## src/logic/udp_rx_pkg.sv

```systemverilog
package udp_rx_pkg;

  // protocol constants checked by the header filters
  localparam logic [15:0] ethertype_ipv4   = 16'h0800;
  localparam logic [7:0]  ipv4_ver_ihl     = 8'h45;
  localparam logic [7:0]  ip_proto_udp     = 8'h11;
  localparam logic [23:0] mcast_mac_prefix = 24'h01005E;

  // position of a word within the frame
  // header words first, then payload carrying words
  typedef enum logic [2:0] {
    hdr_w0    = 3'd0,
    hdr_w1    = 3'd1,
    hdr_w2    = 3'd2,
    hdr_w3    = 3'd3,
    hdr_w4    = 3'd4,
    hdr_w5    = 3'd5,
    data_word = 3'd6
  } hdr_word_e;

  typedef enum logic [0:0] {
    wr_run     = 1'b0,
    wr_overrun = 1'b1
  } writer_state_e;

  // packet FIFO entry, flags on top of the data word
  typedef struct packed {
    logic        overrun;
    logic        bad;
    logic        eof;
    logic [63:0] data;
  } payload_entry_t;

  // control FIFO entry, one per accepted frame
  typedef struct packed {
    logic [15:0] port;
    logic [31:0] ip;
  } src_info_t;

endpackage
```

## src/logic/rx_word_if.sv

```systemverilog
`timescale 1ns/100ps
interface rx_word_if;

  // registered MAC word, byte 0 in bits 7:0
  logic [63:0]           word;
  logic                  word_valid;
  udp_rx_pkg::hdr_word_e pos;
  logic                  frame_start;
  // end strobes, one cycle after the last word
  logic                  good_end;
  logic                  bad_end;

  modport source (
    output word, word_valid, pos, frame_start, good_end, bad_end
  );

  modport sink (
    input word, word_valid, pos, frame_start, good_end, bad_end
  );

endinterface

```

## src/logic/mac_addr_filter.sv

```systemverilog
`timescale 1ns/100ps
module mac_addr_filter (
  input  logic        mac_clk,
  input  logic        mac_rst,
  rx_word_if.sink     rx,
  input  logic [47:0] local_mac,
  output logic        mac_ok
);

  logic [47:0] dest_mac;
  logic        dest_match;

  // first byte on the wire ends up most significant
  assign dest_mac = {rx.word[7:0],   rx.word[15:8],  rx.word[23:16],
                     rx.word[31:24], rx.word[39:32], rx.word[47:40]};

  always_comb begin
    dest_match = 1'b0;
    if (dest_mac == local_mac) begin
      dest_match = 1'b1;
    end
    // broadcast
    if (dest_mac == {48{1'b1}}) begin
      dest_match = 1'b1;
    end
    // IPv4 multicast group address
    if (dest_mac[47:24] == udp_rx_pkg::mcast_mac_prefix) begin
      dest_match = 1'b1;
    end
  end

  // verdict holds until the next frame's first word
  always_ff @(posedge mac_clk) begin
    if (mac_rst) begin
      mac_ok <= 1'b0;
    end else if (rx.word_valid && rx.pos == udp_rx_pkg::hdr_w0) begin
      mac_ok <= dest_match;
    end
  end

endmodule

```

## src/flat_wrapper.sv

```systemverilog
// flat-port wrapper written by rule: the top's interface ports become plain ports
module mac_addr_filter_flat 
  (mac_clk, mac_rst, local_mac, mac_ok, rx_word, rx_word_valid, rx_pos, rx_frame_start, rx_good_end, rx_bad_end);
  rx_word_if rx_i ();
  input  logic mac_clk;
  input  logic mac_rst;
  input  logic [47:0] local_mac;
  output logic mac_ok;
  input wire logic [$bits(rx_i.word)-1:0] rx_word;
  input wire logic [$bits(rx_i.word_valid)-1:0] rx_word_valid;
  input wire logic [$bits(rx_i.pos)-1:0] rx_pos;
  input wire logic [$bits(rx_i.frame_start)-1:0] rx_frame_start;
  input wire logic [$bits(rx_i.good_end)-1:0] rx_good_end;
  input wire logic [$bits(rx_i.bad_end)-1:0] rx_bad_end;
  assign rx_i.word = rx_word;
  assign rx_i.word_valid = rx_word_valid;
  assign rx_i.pos = rx_pos;
  assign rx_i.frame_start = rx_frame_start;
  assign rx_i.good_end = rx_good_end;
  assign rx_i.bad_end = rx_bad_end;
  mac_addr_filter u_core (.mac_clk(mac_clk), .mac_rst(mac_rst), .rx(rx_i), .local_mac(local_mac), .mac_ok(mac_ok));
endmodule
```

## config.mk

```make
export PLATFORM = sky130hd
export DESIGN_NAME = mac_addr_filter_flat
export DESIGN_NICKNAME = d
export VERILOG_FILES = /design/src/logic/udp_rx_pkg.sv /design/src/logic/rx_word_if.sv /design/src/logic/mac_addr_filter.sv /design/src/flat_wrapper.sv
export SDC_FILE = /design/constraint.sdc
export NUM_CORES = 1
export LEC_CHECK = 0
export BUFFER_PORTS_ARGS = -buffer_cell sky130_fd_sc_hd__clkbuf_2
export CELL_PAD_IN_SITES_DETAIL_PLACEMENT = 2
export CELL_PAD_IN_SITES_GLOBAL_PLACEMENT = 2
export CORE_MARGIN = 10
export CORE_UTILIZATION = 11
export DETAILED_ROUTE_END_ITERATION = 12
export PLACE_DENSITY = 0.89
export SYNTH_ARGS = -nofsm -noshare
export SYNTH_HDL_FRONTEND = slang
export SYNTH_SLANG_ARGS = --single-unit
```

## constraint.sdc

```tcl
create_clock -name mac_clk -period 1.39 [get_ports mac_clk]
set_clock_uncertainty 0.05 [all_clocks]
set_input_delay 0.0695 -clock mac_clk [delete_from_list [all_inputs] [get_ports mac_clk]]
set_output_delay 0.0695 -clock mac_clk [all_outputs]
set_load 0.01 [all_outputs]
```

======== Word level (Yosys, flattened, before mapping) ========
Cells that the tools add are included.
W data, S select, Z words.
storage, ports and cells
  bits in registers ....................... 1
  input bits .............................. 121
  output and inout bits ................... 1
  logic and storage cells ................. 9
operators by class
  reduce and logical (&&, ||, !) cells .... 2
  muxes and demuxes ....................... 3
  eq/ne operators ......................... 3
operators with widths
  cell                    number
  $eq A48 B48 Y1          1
  $eq A48 B48 Y1 const B  1
  $eq A24 B17 Y1 const B  1
  $logic_not A3 Y1        1
  $mux W1                 3
  $logic_and A1 B1 Y1     1

======== Longest topological paths before layout ========
Gate-level depths: netlist (run 1).
  word-level depth ........................ 4
  mapped depth ............................ 5
  depth with buffers taken out ............ 5

======== Worst setup path before layout (run 1) ========
OpenSTA, ideal clock, no wires.
  path kind ............................... input -> register
  start point ............................. in local_mac[38]
  end point ............................... reg u_core.mac_ok
  stages on the path ...................... 5
  path buffers ............................ 0
  arrival time ............................ 865 ps
  data required time ...................... 1261 ps
  library setup time ...................... 79 ps
  slack ................................... 395 ps
  cell sequence ........................... xnor2_1 nand4_1 nor4_1 nand3_1 a211oi_2
between the ends
  longest elaborated chain between the ends .. 4
RTL lines
  item                  line                   text
  from (decl)           flat_wrapper.sv:7      input logic [47:0] local_mac;
  $eq A48 B48 Y1        mac_addr_filter.sv:19  if (dest_mac == local_mac) begin
  $mux W1               mac_addr_filter.sv:19
  $mux W1               mac_addr_filter.sv:23  if (dest_mac == {48{1'b1}}) begin
  $mux W1               mac_addr_filter.sv:27  if (dest_mac[47:24] == udp_rx_pkg::mcast_mac_prefix) begin
  to (signal assigned)  mac_addr_filter.sv:37  mac_ok <= dest_match;
  to (decl)             mac_addr_filter.sv:7   output logic mac_ok
Every way passes these cells.
A chain may end at the register's enable or synchronous reset.

======== Final worst setup path (run 1) ========
  start point ............................. in rx_word[26]
  end point ............................... reg u_core.mac_ok
between the ends
  longest elaborated chain between the ends .. 4
  elaborated cells on any way between the ends .. 5
  classes of those cells .................. eq/ne (2); mux (3)
RTL lines
  item            line                   text
  from (decl)     flat_wrapper.sv:9      input wire logic [$bits(rx_i.word)-1:0] rx_word;
  $eq A48 B48 Y1  mac_addr_filter.sv:19
  $mux W1         mac_addr_filter.sv:19
  $mux W1 *       mac_addr_filter.sv:23
  $mux W1 *       mac_addr_filter.sv:27
Mark *: on every way between the ends. The rest lies on a longest branch, timed or not.

==> results of run 1 <==
-- logic make-up (layout without fill, tap and decap cells) --
| logic type | Yosys count | in the layout |
|---|---|---|
| AO/OA/AOI/OAI | 1 | 1 |
| flip-flops | 1 | 1 |
| AND/OR/NAND/NOR | 44 | 44 |
| buffers and inverters | 0 | 102 |
| XOR/XNOR | 48 | 48 |
-- cell type report --
type                            instances  area, um^2
Fill cell                             762        4910
Timing Repair Buffer                  102         548
Tap cell                               77        96.3
Multi-Input combinational cell         93         772
Sequential cell                         1        20.0
-- worst register-to-register path: cells and delay by family (launching register included) --
| kind | cells | cell delay [ns] |
|---|---|---|
| flops | 1 | 0.31 |
| compound gates | 1 | 0.14 |
| simple gates | 1 | 0.06 |
-- metal layers --
metal	vias up	GRT usage
met1	552	0.105
met3	0	0.0370
met2	55	0.192
li1	564	-
met4	0	0
met5	-	0
-- per-stage QoR --
step	util	TNS, ns
final	0.226	0
after global routing	0.226	-0.0442
after CTS	0.210	0
after detailed placement	0.208	-0.0225
after global placement	0.208	-0.0126
after floorplan	-	0
-- path summary, 6_finish.rpt --
check	cells after the start	slack, ns	start	endpoint
setup / recovery	6	0.07	rx_word[26]	u_core.mac_ok
hold / removal	2	0.19	mac_rst	u_core.mac_ok
setup reg to reg	2	0.74	u_core.mac_ok	u_core.mac_ok
hold reg to reg	2	0.47	u_core.mac_ok	u_core.mac_ok
-- power groups by stage --
| stage | clock network, mW | registers, mW | logic (mW) |
|---|---|---|---|
| after floorplan | 0 | 0.0312 | 0.145 |
| after global placement | 0 | 0.0307 | 0.365 |
| after detailed placement | 0 | 0.0308 | 0.379 |
| after CTS | 0 | 0.0308 | 0.383 |
| after global routing | 0 | 0.0308 | 0.440 |
| final | 0 | 0.0308 | 0.400 |
-- placed cells by master (no fill, tap or decap) --
cell	n
sky130_fd_sc_hd__clkbuf_2	95
sky130_fd_sc_hd__nor4_2	5
sky130_fd_sc_hd__clkbuf_4	1
sky130_fd_sc_hd__nor4_4	2
sky130_fd_sc_hd__nand3_1	1
sky130_fd_sc_hd__nor4b_1	1
sky130_fd_sc_hd__buf_2	1
sky130_fd_sc_hd__buf_8	1
sky130_fd_sc_hd__nor3_1	1
sky130_fd_sc_hd__nand4_1	25
sky130_fd_sc_hd__a211oi_2	1
sky130_fd_sc_hd__buf_6	4
sky130_fd_sc_hd__xnor2_2	2
sky130_fd_sc_hd__nor2_1	3
sky130_fd_sc_hd__nand2_1	2
sky130_fd_sc_hd__xnor2_1	46
sky130_fd_sc_hd__dfxtp_1	1
sky130_fd_sc_hd__and3_1	2
sky130_fd_sc_hd__nor4_1	2
-- what timing repair did --
item,4_1_cts,5_1_grt
pin swaps,0,10
endpoints found under the setup margin,1,1
gates resized for setup,2,23
==> parameters.txt, run 1 <==
Parameter                              Value

Pwr
  Internal Power ... 252 uW
  Logic gate share of total power ... 0.928
  Power per Cell Area ... 300 nW/um^2
  Leakage dissipation ... 0.605 nW
  Net Sw Frac ... 0.414
  Switching Power ... 178 uW
  Flop pwr share ... 0.072
  Maximum resistive drop on vdd ... 0.0000682 V
  Clk pwr share ... 0
  Overall power consumption ... 431 uW

Critical path
  Launching element type of the critical path ... primary input
  Crit path cell chain ... clkbuf_2 > nand4_1 > nor4_4 > nand4_1 > and3_1 > a211oi_2
  Delay of the slowest cell on the worst path ... 0.33 ns
  Cell with the biggest individual delay on the critical path ... sky130_fd_sc_hd__nor4_4
  Top cell by count, worst path ... sky130_fd_sc_hd__nand4_1
  Critical path buffer and inverter count ... 1
  Largest driver fanout on the critical path ... 2
  Arrival time at the worst endpoint ... 1.19 ns
  Worst EP required ... 1.26 ns
  Cell family with the largest share of critical-path delay ... simple AND/OR/NAND/NOR gates
  Category of the most critical setup path ... primary input to register
  Category of the worst setup path capture point ... register

Drt
  Post-Route WL ... 5460 um
  Met3 wire length ... 531 um
  Initial DRC count ... 28
  DRC violations left ... 0
  Average via count per standard cell ... 4.29
  Count of vias placed by the detailed router ... 1171
  Top layer in use ... met3
  Met2 layer wire length in the routed design ... 2890 um
  Number of nets with antenna violations after routing ... 0
  Routed wire length per instance ... 20.0 um
  Sum of routed wire segments on met1 ... 2030 um
  Initial DRT Pass Iterations ... 3

Yosys
  Cell type with the largest total area after synthesis ... sky130_fd_sc_hd__xnor2_1
  Cell count after synthesis ... 94
  Xor/xnor share of the synthesized area ... 0.587
  Mapped Area ... 716 um^2
  Count of flip-flops with a built-in enable after synthesis ... 0
  Top cells by count, synth ... sky130_fd_sc_hd__xnor2_1 (48), sky130_fd_sc_hd__nand4_1 (25), sky130_fd_sc_hd__nor4_1 (9)
  Syn nets ... 215
  Yosys warning total ... 0
  Post-synthesis compound-gate area fraction ... 0.0175
  Number of synthesized register bits ... 1
  Post-Synth Adder-Cell Area ... 0
  Mean area per synthesized cell ... 7.61 um^2
  Most used flip-flop cell after synthesis ... sky130_fd_sc_hd__dfxtp_1
  Share of synthesized registers carrying an async set or reset ... 0
  Post-synthesis sequential area ratio ... 0.0280
  Cell types occupying the most area after synthesis ... sky130_fd_sc_hd__xnor2_1 (59%), sky130_fd_sc_hd__nand4_1 (22%), sky130_fd_sc_hd__nor4_1 (7.9%)
  Share of the synthesized area in the top cell type ... 0.587
  Multiplexer share of the synthesized area ... 0
  Combinational family with the most area after synthesis ... XOR/XNOR gates
  Cell variety after synth ... 11
  Most common cell in the netlist ... sky130_fd_sc_hd__xnor2_1
  Area share of and/or/nand/nor cells after synthesis ... 0.367

Die
  Die Width ... 101 um
  Starting density of the core ... 0.113
  Number of placement rows ... 29
  Core region area ... 6350 um^2
  Die footprint ... 10100 um^2
  Die Ht ... 101 um
  I/O pin count ... 122

Timing
  Final Setup Violations ... 0
  Actual transition at the worst max-transition pin ... 0.367 ns
  Hold Slack ... 0.193 ns
  Setup repair after global routing missed its margin ... yes
  Fin. max-slew vios ... 0
  Worst setup margin ... 0.0696 ns
  Fmax achieved ... 0.757 GHz
  Rel. slew slack ... 0.752
  Final worst-path cycle share ... 0.950
  Shortest clock period the worst path allows after layout ... 1.32 ns
  Final hold vios ... 0

Placed design
  Worst setup timing slack at the placement stage ... -0.0225 ns
  Cell Count Post-Placement ... 273
  Placement-stage cell area ... 1320 um^2
  Routability cong. ... 0.802
  Half-perimeter wire length of the detailed placement result ... 5220 um
  Number of buffer cells added on primary ports ... 102

CTS
  Clk_lat worst skew ... 0 ns
  Post-CTS setup buffer count ... 0
  Clock-pin slew reported for the worst setup and hold paths after clock tree synthesis ... 0 ns
  Post-CTS Hold Fix Bufs ... 0

Final layout
  Flip-flop count of the largest register after layout ... 1
  Number of standard cells in the layout, taps in and fillers out ... 273
  Number of antenna diodes ... 0
  Syn-to-layout area delta ... 101%
  Fraction of layout cells with a size suffix above 1 ... 0.571
  Register bank with the most flops ... u_core.mac_ok
  Post-route cell area ... 1440 um^2
  Registers with the most flip-flops ... u_core.mac_ok: 1 flops
  Final-stage net count ... 319

Global routing
  Initial antenna violation count ... 0
  Maximum number of pins on one net before global-route repair ... 4
  Vias in the first global route ... 1429
  GR Overflow Total ... 0
  Combined global-route utilization of all metal layers ... 0.0995
  Global-route wire length before repair ... 7770 um

Run
  Maximum Capacitance Violations ... 0

Outcome
  Outcome ... finished, final reports clean

Worst hold path
  Class of the most critical hold timing path ... primary input to register
(Power assumes the default switching activity.)
==> run 2: changes to the inputs <==
- ABC_AREA: not set -> 1
- CORE_UTILIZATION: 11 -> 13
- PLACE_DENSITY: 0.89 -> 0.91
- SKIP_LAST_GASP: not set -> 1
==> parameters.txt, run 2 <==
Parameter                              Value

Critical path
  Launching element type of the critical path ... primary input (unchanged)
  Critical path buffer and inverter count ... 3 (was 1)
  Category of the worst setup path capture point ... register (unchanged)
  Worst reg2reg startpoint ... u_core.mac_ok (unchanged)
  Crit path cell chain ... clkbuf_2 > inv_1 > nand2_1 > nand2_1 > inv_1 > nand2_1 > nor2_1 > nand2_1 > nor2_1 > nand3_1 > a21oi_1 (was clkbuf_2 > nand4_1 > nor4_4 > nand4_1 > and3_1 > a211oi_2)
  Cell family with the largest share of critical-path delay ... simple AND/OR/NAND/NOR gates (unchanged)
  Worst-case register-to-register setup slack ... 0.75 ns (was 0.74 ns)
  Capture point of the worst reg-to-reg path ... u_core.mac_ok (unchanged)
  Depth of the worst register-to-register path ... 2 (unchanged)
  Arrival time at the worst endpoint ... 0.99 ns (was 1.19 ns)
  Category of the most critical setup path ... primary input to register (unchanged)
  Top cell by count, worst path ... sky130_fd_sc_hd__nand2_1 (was sky130_fd_sc_hd__nand4_1)
  Largest driver fanout on the critical path ... 2 (unchanged)
  Worst EP required ... 1.27 ns (was 1.26 ns)
  Delay of the slowest cell on the worst path ... 0.15 ns (was 0.33 ns)
  Cell with the biggest individual delay on the critical path ... sky130_fd_sc_hd__nor2_1 (was sky130_fd_sc_hd__nor4_4)

Yosys
  Syn nets ... 335 (was 215)
  Post-synthesis compound-gate area fraction ... 0.0121 (was 0.0175)
  Number of synthesized register bits ... 1 (unchanged)
  Count of flip-flops with a built-in enable after synthesis ... 0 (unchanged)
  Area share of and/or/nand/nor cells after synthesis ... 0.563 (was 0.367)
  Multiplexer share of the synthesized area ... 0 (unchanged)
  Top cells by count, synth ... sky130_fd_sc_hd__nand2_1 (92), sky130_fd_sc_hd__inv_1 (37), sky130_fd_sc_hd__nor2_1 (32), sky130_fd_sc_hd__xnor2_1 (32), sky130_fd_sc_hd__nand4_1 (7) (was sky130_fd_sc_hd__xnor2_1 (48), sky130_fd_sc_hd__nand4_1 (25), sky130_fd_sc_hd__nor4_1 (9))
  Cell count after synthesis ... 214 (was 94)
  Combinational family with the most area after synthesis ... simple AND/OR/NAND/NOR gates (was XOR/XNOR gates)
  Share of synthesized registers carrying an async set or reset ... 0 (unchanged)
  Cell type with the largest total area after synthesis ... sky130_fd_sc_hd__nand2_1 (was sky130_fd_sc_hd__xnor2_1)
  Mapped Area ... 1030 um^2 (was 716 um^2)
  Xor/xnor share of the synthesized area ... 0.271 (was 0.587)
  Most common cell in the netlist ... sky130_fd_sc_hd__nand2_1 (was sky130_fd_sc_hd__xnor2_1)
  Post-Synth Adder-Cell Area ... 0 (unchanged)
  Most used flip-flop cell after synthesis ... sky130_fd_sc_hd__dfxtp_1 (unchanged)
  Cell types occupying the most area after synthesis ... sky130_fd_sc_hd__nand2_1 (33%), sky130_fd_sc_hd__xnor2_1 (27%), sky130_fd_sc_hd__inv_1 (13%) (was sky130_fd_sc_hd__xnor2_1 (59%), sky130_fd_sc_hd__nand4_1 (22%), sky130_fd_sc_hd__nor4_1 (7.9%))
  Post-synthesis sequential area ratio ... 0.0194 (was 0.0280)
  Yosys warning total ... 0 (unchanged)
  Mean area per synthesized cell ... 4.83 um^2 (was 7.61 um^2)
  Share of the synthesized area in the top cell type ... 0.334 (was 0.587)
  Cell variety after synth ... 14 (was 11)

CTS
  Clock-pin slew reported for the worst setup and hold paths after clock tree synthesis ... 0 ns (about the same)
  Post-CTS Hold Fix Bufs ... 0 (unchanged)
  Post-cts resize count ... 0 (was 2)
  Clk_lat worst skew ... 0 ns (about the same)
  Post-CTS setup buffer count ... 0 (unchanged)

Outcome
  Outcome ... finished, final reports clean (unchanged)

Final layout
  Registers with the most flip-flops ... u_core.mac_ok: 1 flops (unchanged)
  Number of antenna diodes ... 0 (unchanged)
  Multi-input logic area ... 875 um^2 (was 772 um^2)
  Fraction of layout cells with a size suffix above 1 ... 0.332 (was 0.571)
  Final-stage net count ... 439 (was 319)
  Number of standard cells in the layout, taps in and fillers out ... 418 (was 273)
  Fill cell total of the finished layout ... 1009 (was 762)
  Sequential cell area ... 20.0 um^2 (unchanged)
  Flip-flop count of the largest register after layout ... 1 (unchanged)
  Post-route cell area ... 1670 um^2 (was 1440 um^2)
  Syn-to-layout area delta ... 61.7% (was 101%)
  Commonest non-fill, non-tap cells in the layout ... sky130_fd_sc_hd__clkbuf_2 (102), sky130_fd_sc_hd__nand2_1 (92), sky130_fd_sc_hd__inv_1 (37), sky130_fd_sc_hd__xnor2_1 (32), sky130_fd_sc_hd__nor2_1 (32) (was sky130_fd_sc_hd__clkbuf_2 (95), sky130_fd_sc_hd__xnor2_1 (46), sky130_fd_sc_hd__nand4_1 (25), sky130_fd_sc_hd__nor4_2 (5), sky130_fd_sc_hd__buf_6 (4))
  Register bank with the most flops ... u_core.mac_ok (unchanged)
  Most common library cell in the layout ignoring fill and taps ... sky130_fd_sc_hd__clkbuf_2 (unchanged)

Global routing
  Maximum number of pins on one net before global-route repair ... 5 (was 4)
  Vias in the first global route ... 1890 (was 1429)
  GR Overflow Total ... 0 (unchanged)
  Global-route wire length before repair ... 9050 um (was 7770 um)
  Combined global-route utilization of all metal layers ... 0.0935 (was 0.0995)
  Initial antenna violation count ... 1 (was 0)

Drt
  Post-Route WL ... 5870 um (was 5460 um)
  Sum of routed wire segments on met1 ... 2160 um (was 2030 um)
  Average via count per standard cell ... 3.94 (was 4.29)
  DRC violations left ... 0 (unchanged)
  Initial DRC count ... 49 (was 28)
  Met3 wire length ... 435 um (was 531 um)
  Routed wire length per instance ... 14.0 um (was 20.0 um)
  Initial DRT Pass Iterations ... 2 (was 3)
  Number of nets with antenna violations after routing ... 0 (unchanged)
  Top layer in use ... met4 (was met3)
  Count of vias placed by the detailed router ... 1645 (was 1171)
  Met2 layer wire length in the routed design ... 3250 um (was 2890 um)

Placed design
  Cell Count Post-Placement ... 418 (was 273)
  Number of buffer cells added on primary ports ... 102 (unchanged)
  Half-perimeter wire length of the detailed placement result ... 5780 um (was 5220 um)
  Routability cong. ... 0.753 (was 0.802)
  Placement-stage cell area ... 1670 um^2 (was 1320 um^2)
  Worst setup timing slack at the placement stage ... 0.235 ns (was -0.0225 ns)

Pwr
  Clk pwr share ... 0 (about the same)
  Logic gate share of total power ... 0.932 (was 0.928)
  Internal Power ... 245 uW (was 252 uW)
  Switching Power ... 207 uW (was 178 uW)
  Maximum resistive drop on vdd ... 0.0000575 V (was 0.0000682 V)
  Flop pwr share ... 0.068 (was 0.072)
  Power per Cell Area ... 270 nW/um^2 (was 300 nW/um^2)
  Leakage dissipation ... 0.959 nW (was 0.605 nW)
  Overall power consumption ... 451 uW (was 431 uW)
  Net Sw Frac ... 0.458 (was 0.414)

Timing
  Rel. slew slack ... 0.702 (was 0.752)
  Final hold vios ... 0 (unchanged)
  Worst setup margin ... 0.278 ns (was 0.0696 ns)
  Setup repair after global routing missed its margin ... no (was yes)
  Final worst-path cycle share ... 0.800 (was 0.950)
  Aggregate negative setup slack ... 0 ns (unchanged)
  Final Setup Violations ... 0 (unchanged)
  Shortest clock period the worst path allows after layout ... 1.11 ns (was 1.32 ns)
  Fmax achieved ... 0.899 GHz (was 0.757 GHz)
  Actual transition at the worst max-transition pin ... 0.441 ns (was 0.367 ns)
  Fin. max-slew vios ... 0 (unchanged)

Die
  Number of placement rows ... 32 (was 29)
  Die Width ... 109 um (was 101 um)
  I/O pin count ... 122 (unchanged)
  Starting density of the core ... 0.134 (was 0.113)
  Die Ht ... 109 um (was 101 um)
  Die footprint ... 11900 um^2 (was 10100 um^2)
  Core region area ... 7730 um^2 (was 6350 um^2)

Run
  Maximum Capacitance Violations ... 0 (unchanged)

Worst hold path
  Worst hold stages ... 3 (was 2)
  Origin of the worst min-delay path ... mac_rst (unchanged)
  Class of the most critical hold timing path ... primary input to register (unchanged)
  Min-Delay Endpoint ... u_core.mac_ok (unchanged)
## run 2: cell types whose count changed in the layout (fill, tap and decap cells not counted), moves of 2 or more
| cell | before | now |
|---|---|---|
| sky130_fd_sc_hd__nor4_2 | 5 | 0 |
| sky130_fd_sc_hd__nand3_1 | 1 | 5 |
| sky130_fd_sc_hd__nor3_2 | 0 | 2 |
| sky130_fd_sc_hd__clkbuf_2 | 95 | 102 |
| sky130_fd_sc_hd__nand4_1 | 25 | 7 |
| sky130_fd_sc_hd__and3_1 | 2 | 0 |
| sky130_fd_sc_hd__xnor2_1 | 46 | 32 |
| sky130_fd_sc_hd__nor4_4 | 2 | 0 |
| sky130_fd_sc_hd__nand2_1 | 2 | 92 |
| sky130_fd_sc_hd__nor4_1 | 2 | 0 |
| sky130_fd_sc_hd__inv_1 | 0 | 37 |
| sky130_fd_sc_hd__xnor2_2 | 2 | 0 |
| sky130_fd_sc_hd__nor2_1 | 3 | 32 |
| sky130_fd_sc_hd__buf_6 | 4 | 0 |
## run 2: layout make-up
type,count,area share
Multi-Input combinational cell,176,0.523
Timing Repair Buffer,102,0.305
Inverter,37,0.0831
Tap cell,102,0.0763
Sequential cell,1,0.0120
## run 2: worst max-delay path by stage
| stage | from | endpoint | slack [ns] | cells past startpoint |
|---|---|---|---|---|
| 5_1_grt | rx_pos[2] | u_core.mac_ok | 0.12 | 5 |
| 3_3_place_gp | rx_word[21] | u_core.mac_ok | 0.25 | 8 |
| 4_1_cts | local_mac[11] | u_core.mac_ok | 0.23 | 11 |
| 6_report | local_mac[11] | u_core.mac_ok | 0.28 | 11 |
| 3_5_place_dp | local_mac[11] | u_core.mac_ok | 0.24 | 11 |
| 2_1_floorplan | rx_pos[2] | u_core.mac_ok | 0.57 | 4 |
## run 2: cells by family (layout without fill, tap and decap cells)
family	Yosys count	in the layout
AND/OR/NAND/NOR	142	142
flip-flops	1	1
AO/OA/AOI/OAI	2	2
buffers and inverters	37	139
XOR/XNOR	32	32
## run 2: per-layer routing
metal | vias to the layer above | global-route usage
met5 | - | 0
met4 | 0 | 0.00377
met3 | 2 | 0.0248
met2 | 52 | 0.190
met1 | 752 | 0.0964
li1 | 839 | -
## run 2: power groups by stage
stage	registers, mW	logic, mW	clock network, mW
CTS	0.0308	0.434	0
finish	0.0308	0.421	0
floorplan	0.0312	0.190	0
detailed placement	0.0308	0.431	0
global placement	0.0307	0.409	0
global route	0.0310	0.483	0
## run 2: worst min-delay path, delay by kind of cell
family	cells	cell delay [ns]
compound gates	2	0.13
buf+inv	1	0.08
## run 2: per-stage QoR
step | hold slack, ns | utilization
5_1_grt | 0.318 | 0.216
3_5_place_dp | 0.285 | 0.216
4_1_cts | 0.285 | 0.216
6_report | 0.283 | 0.216
3_3_place_gp | 0.281 | 0.216
2_1_floorplan | 0.185 | -
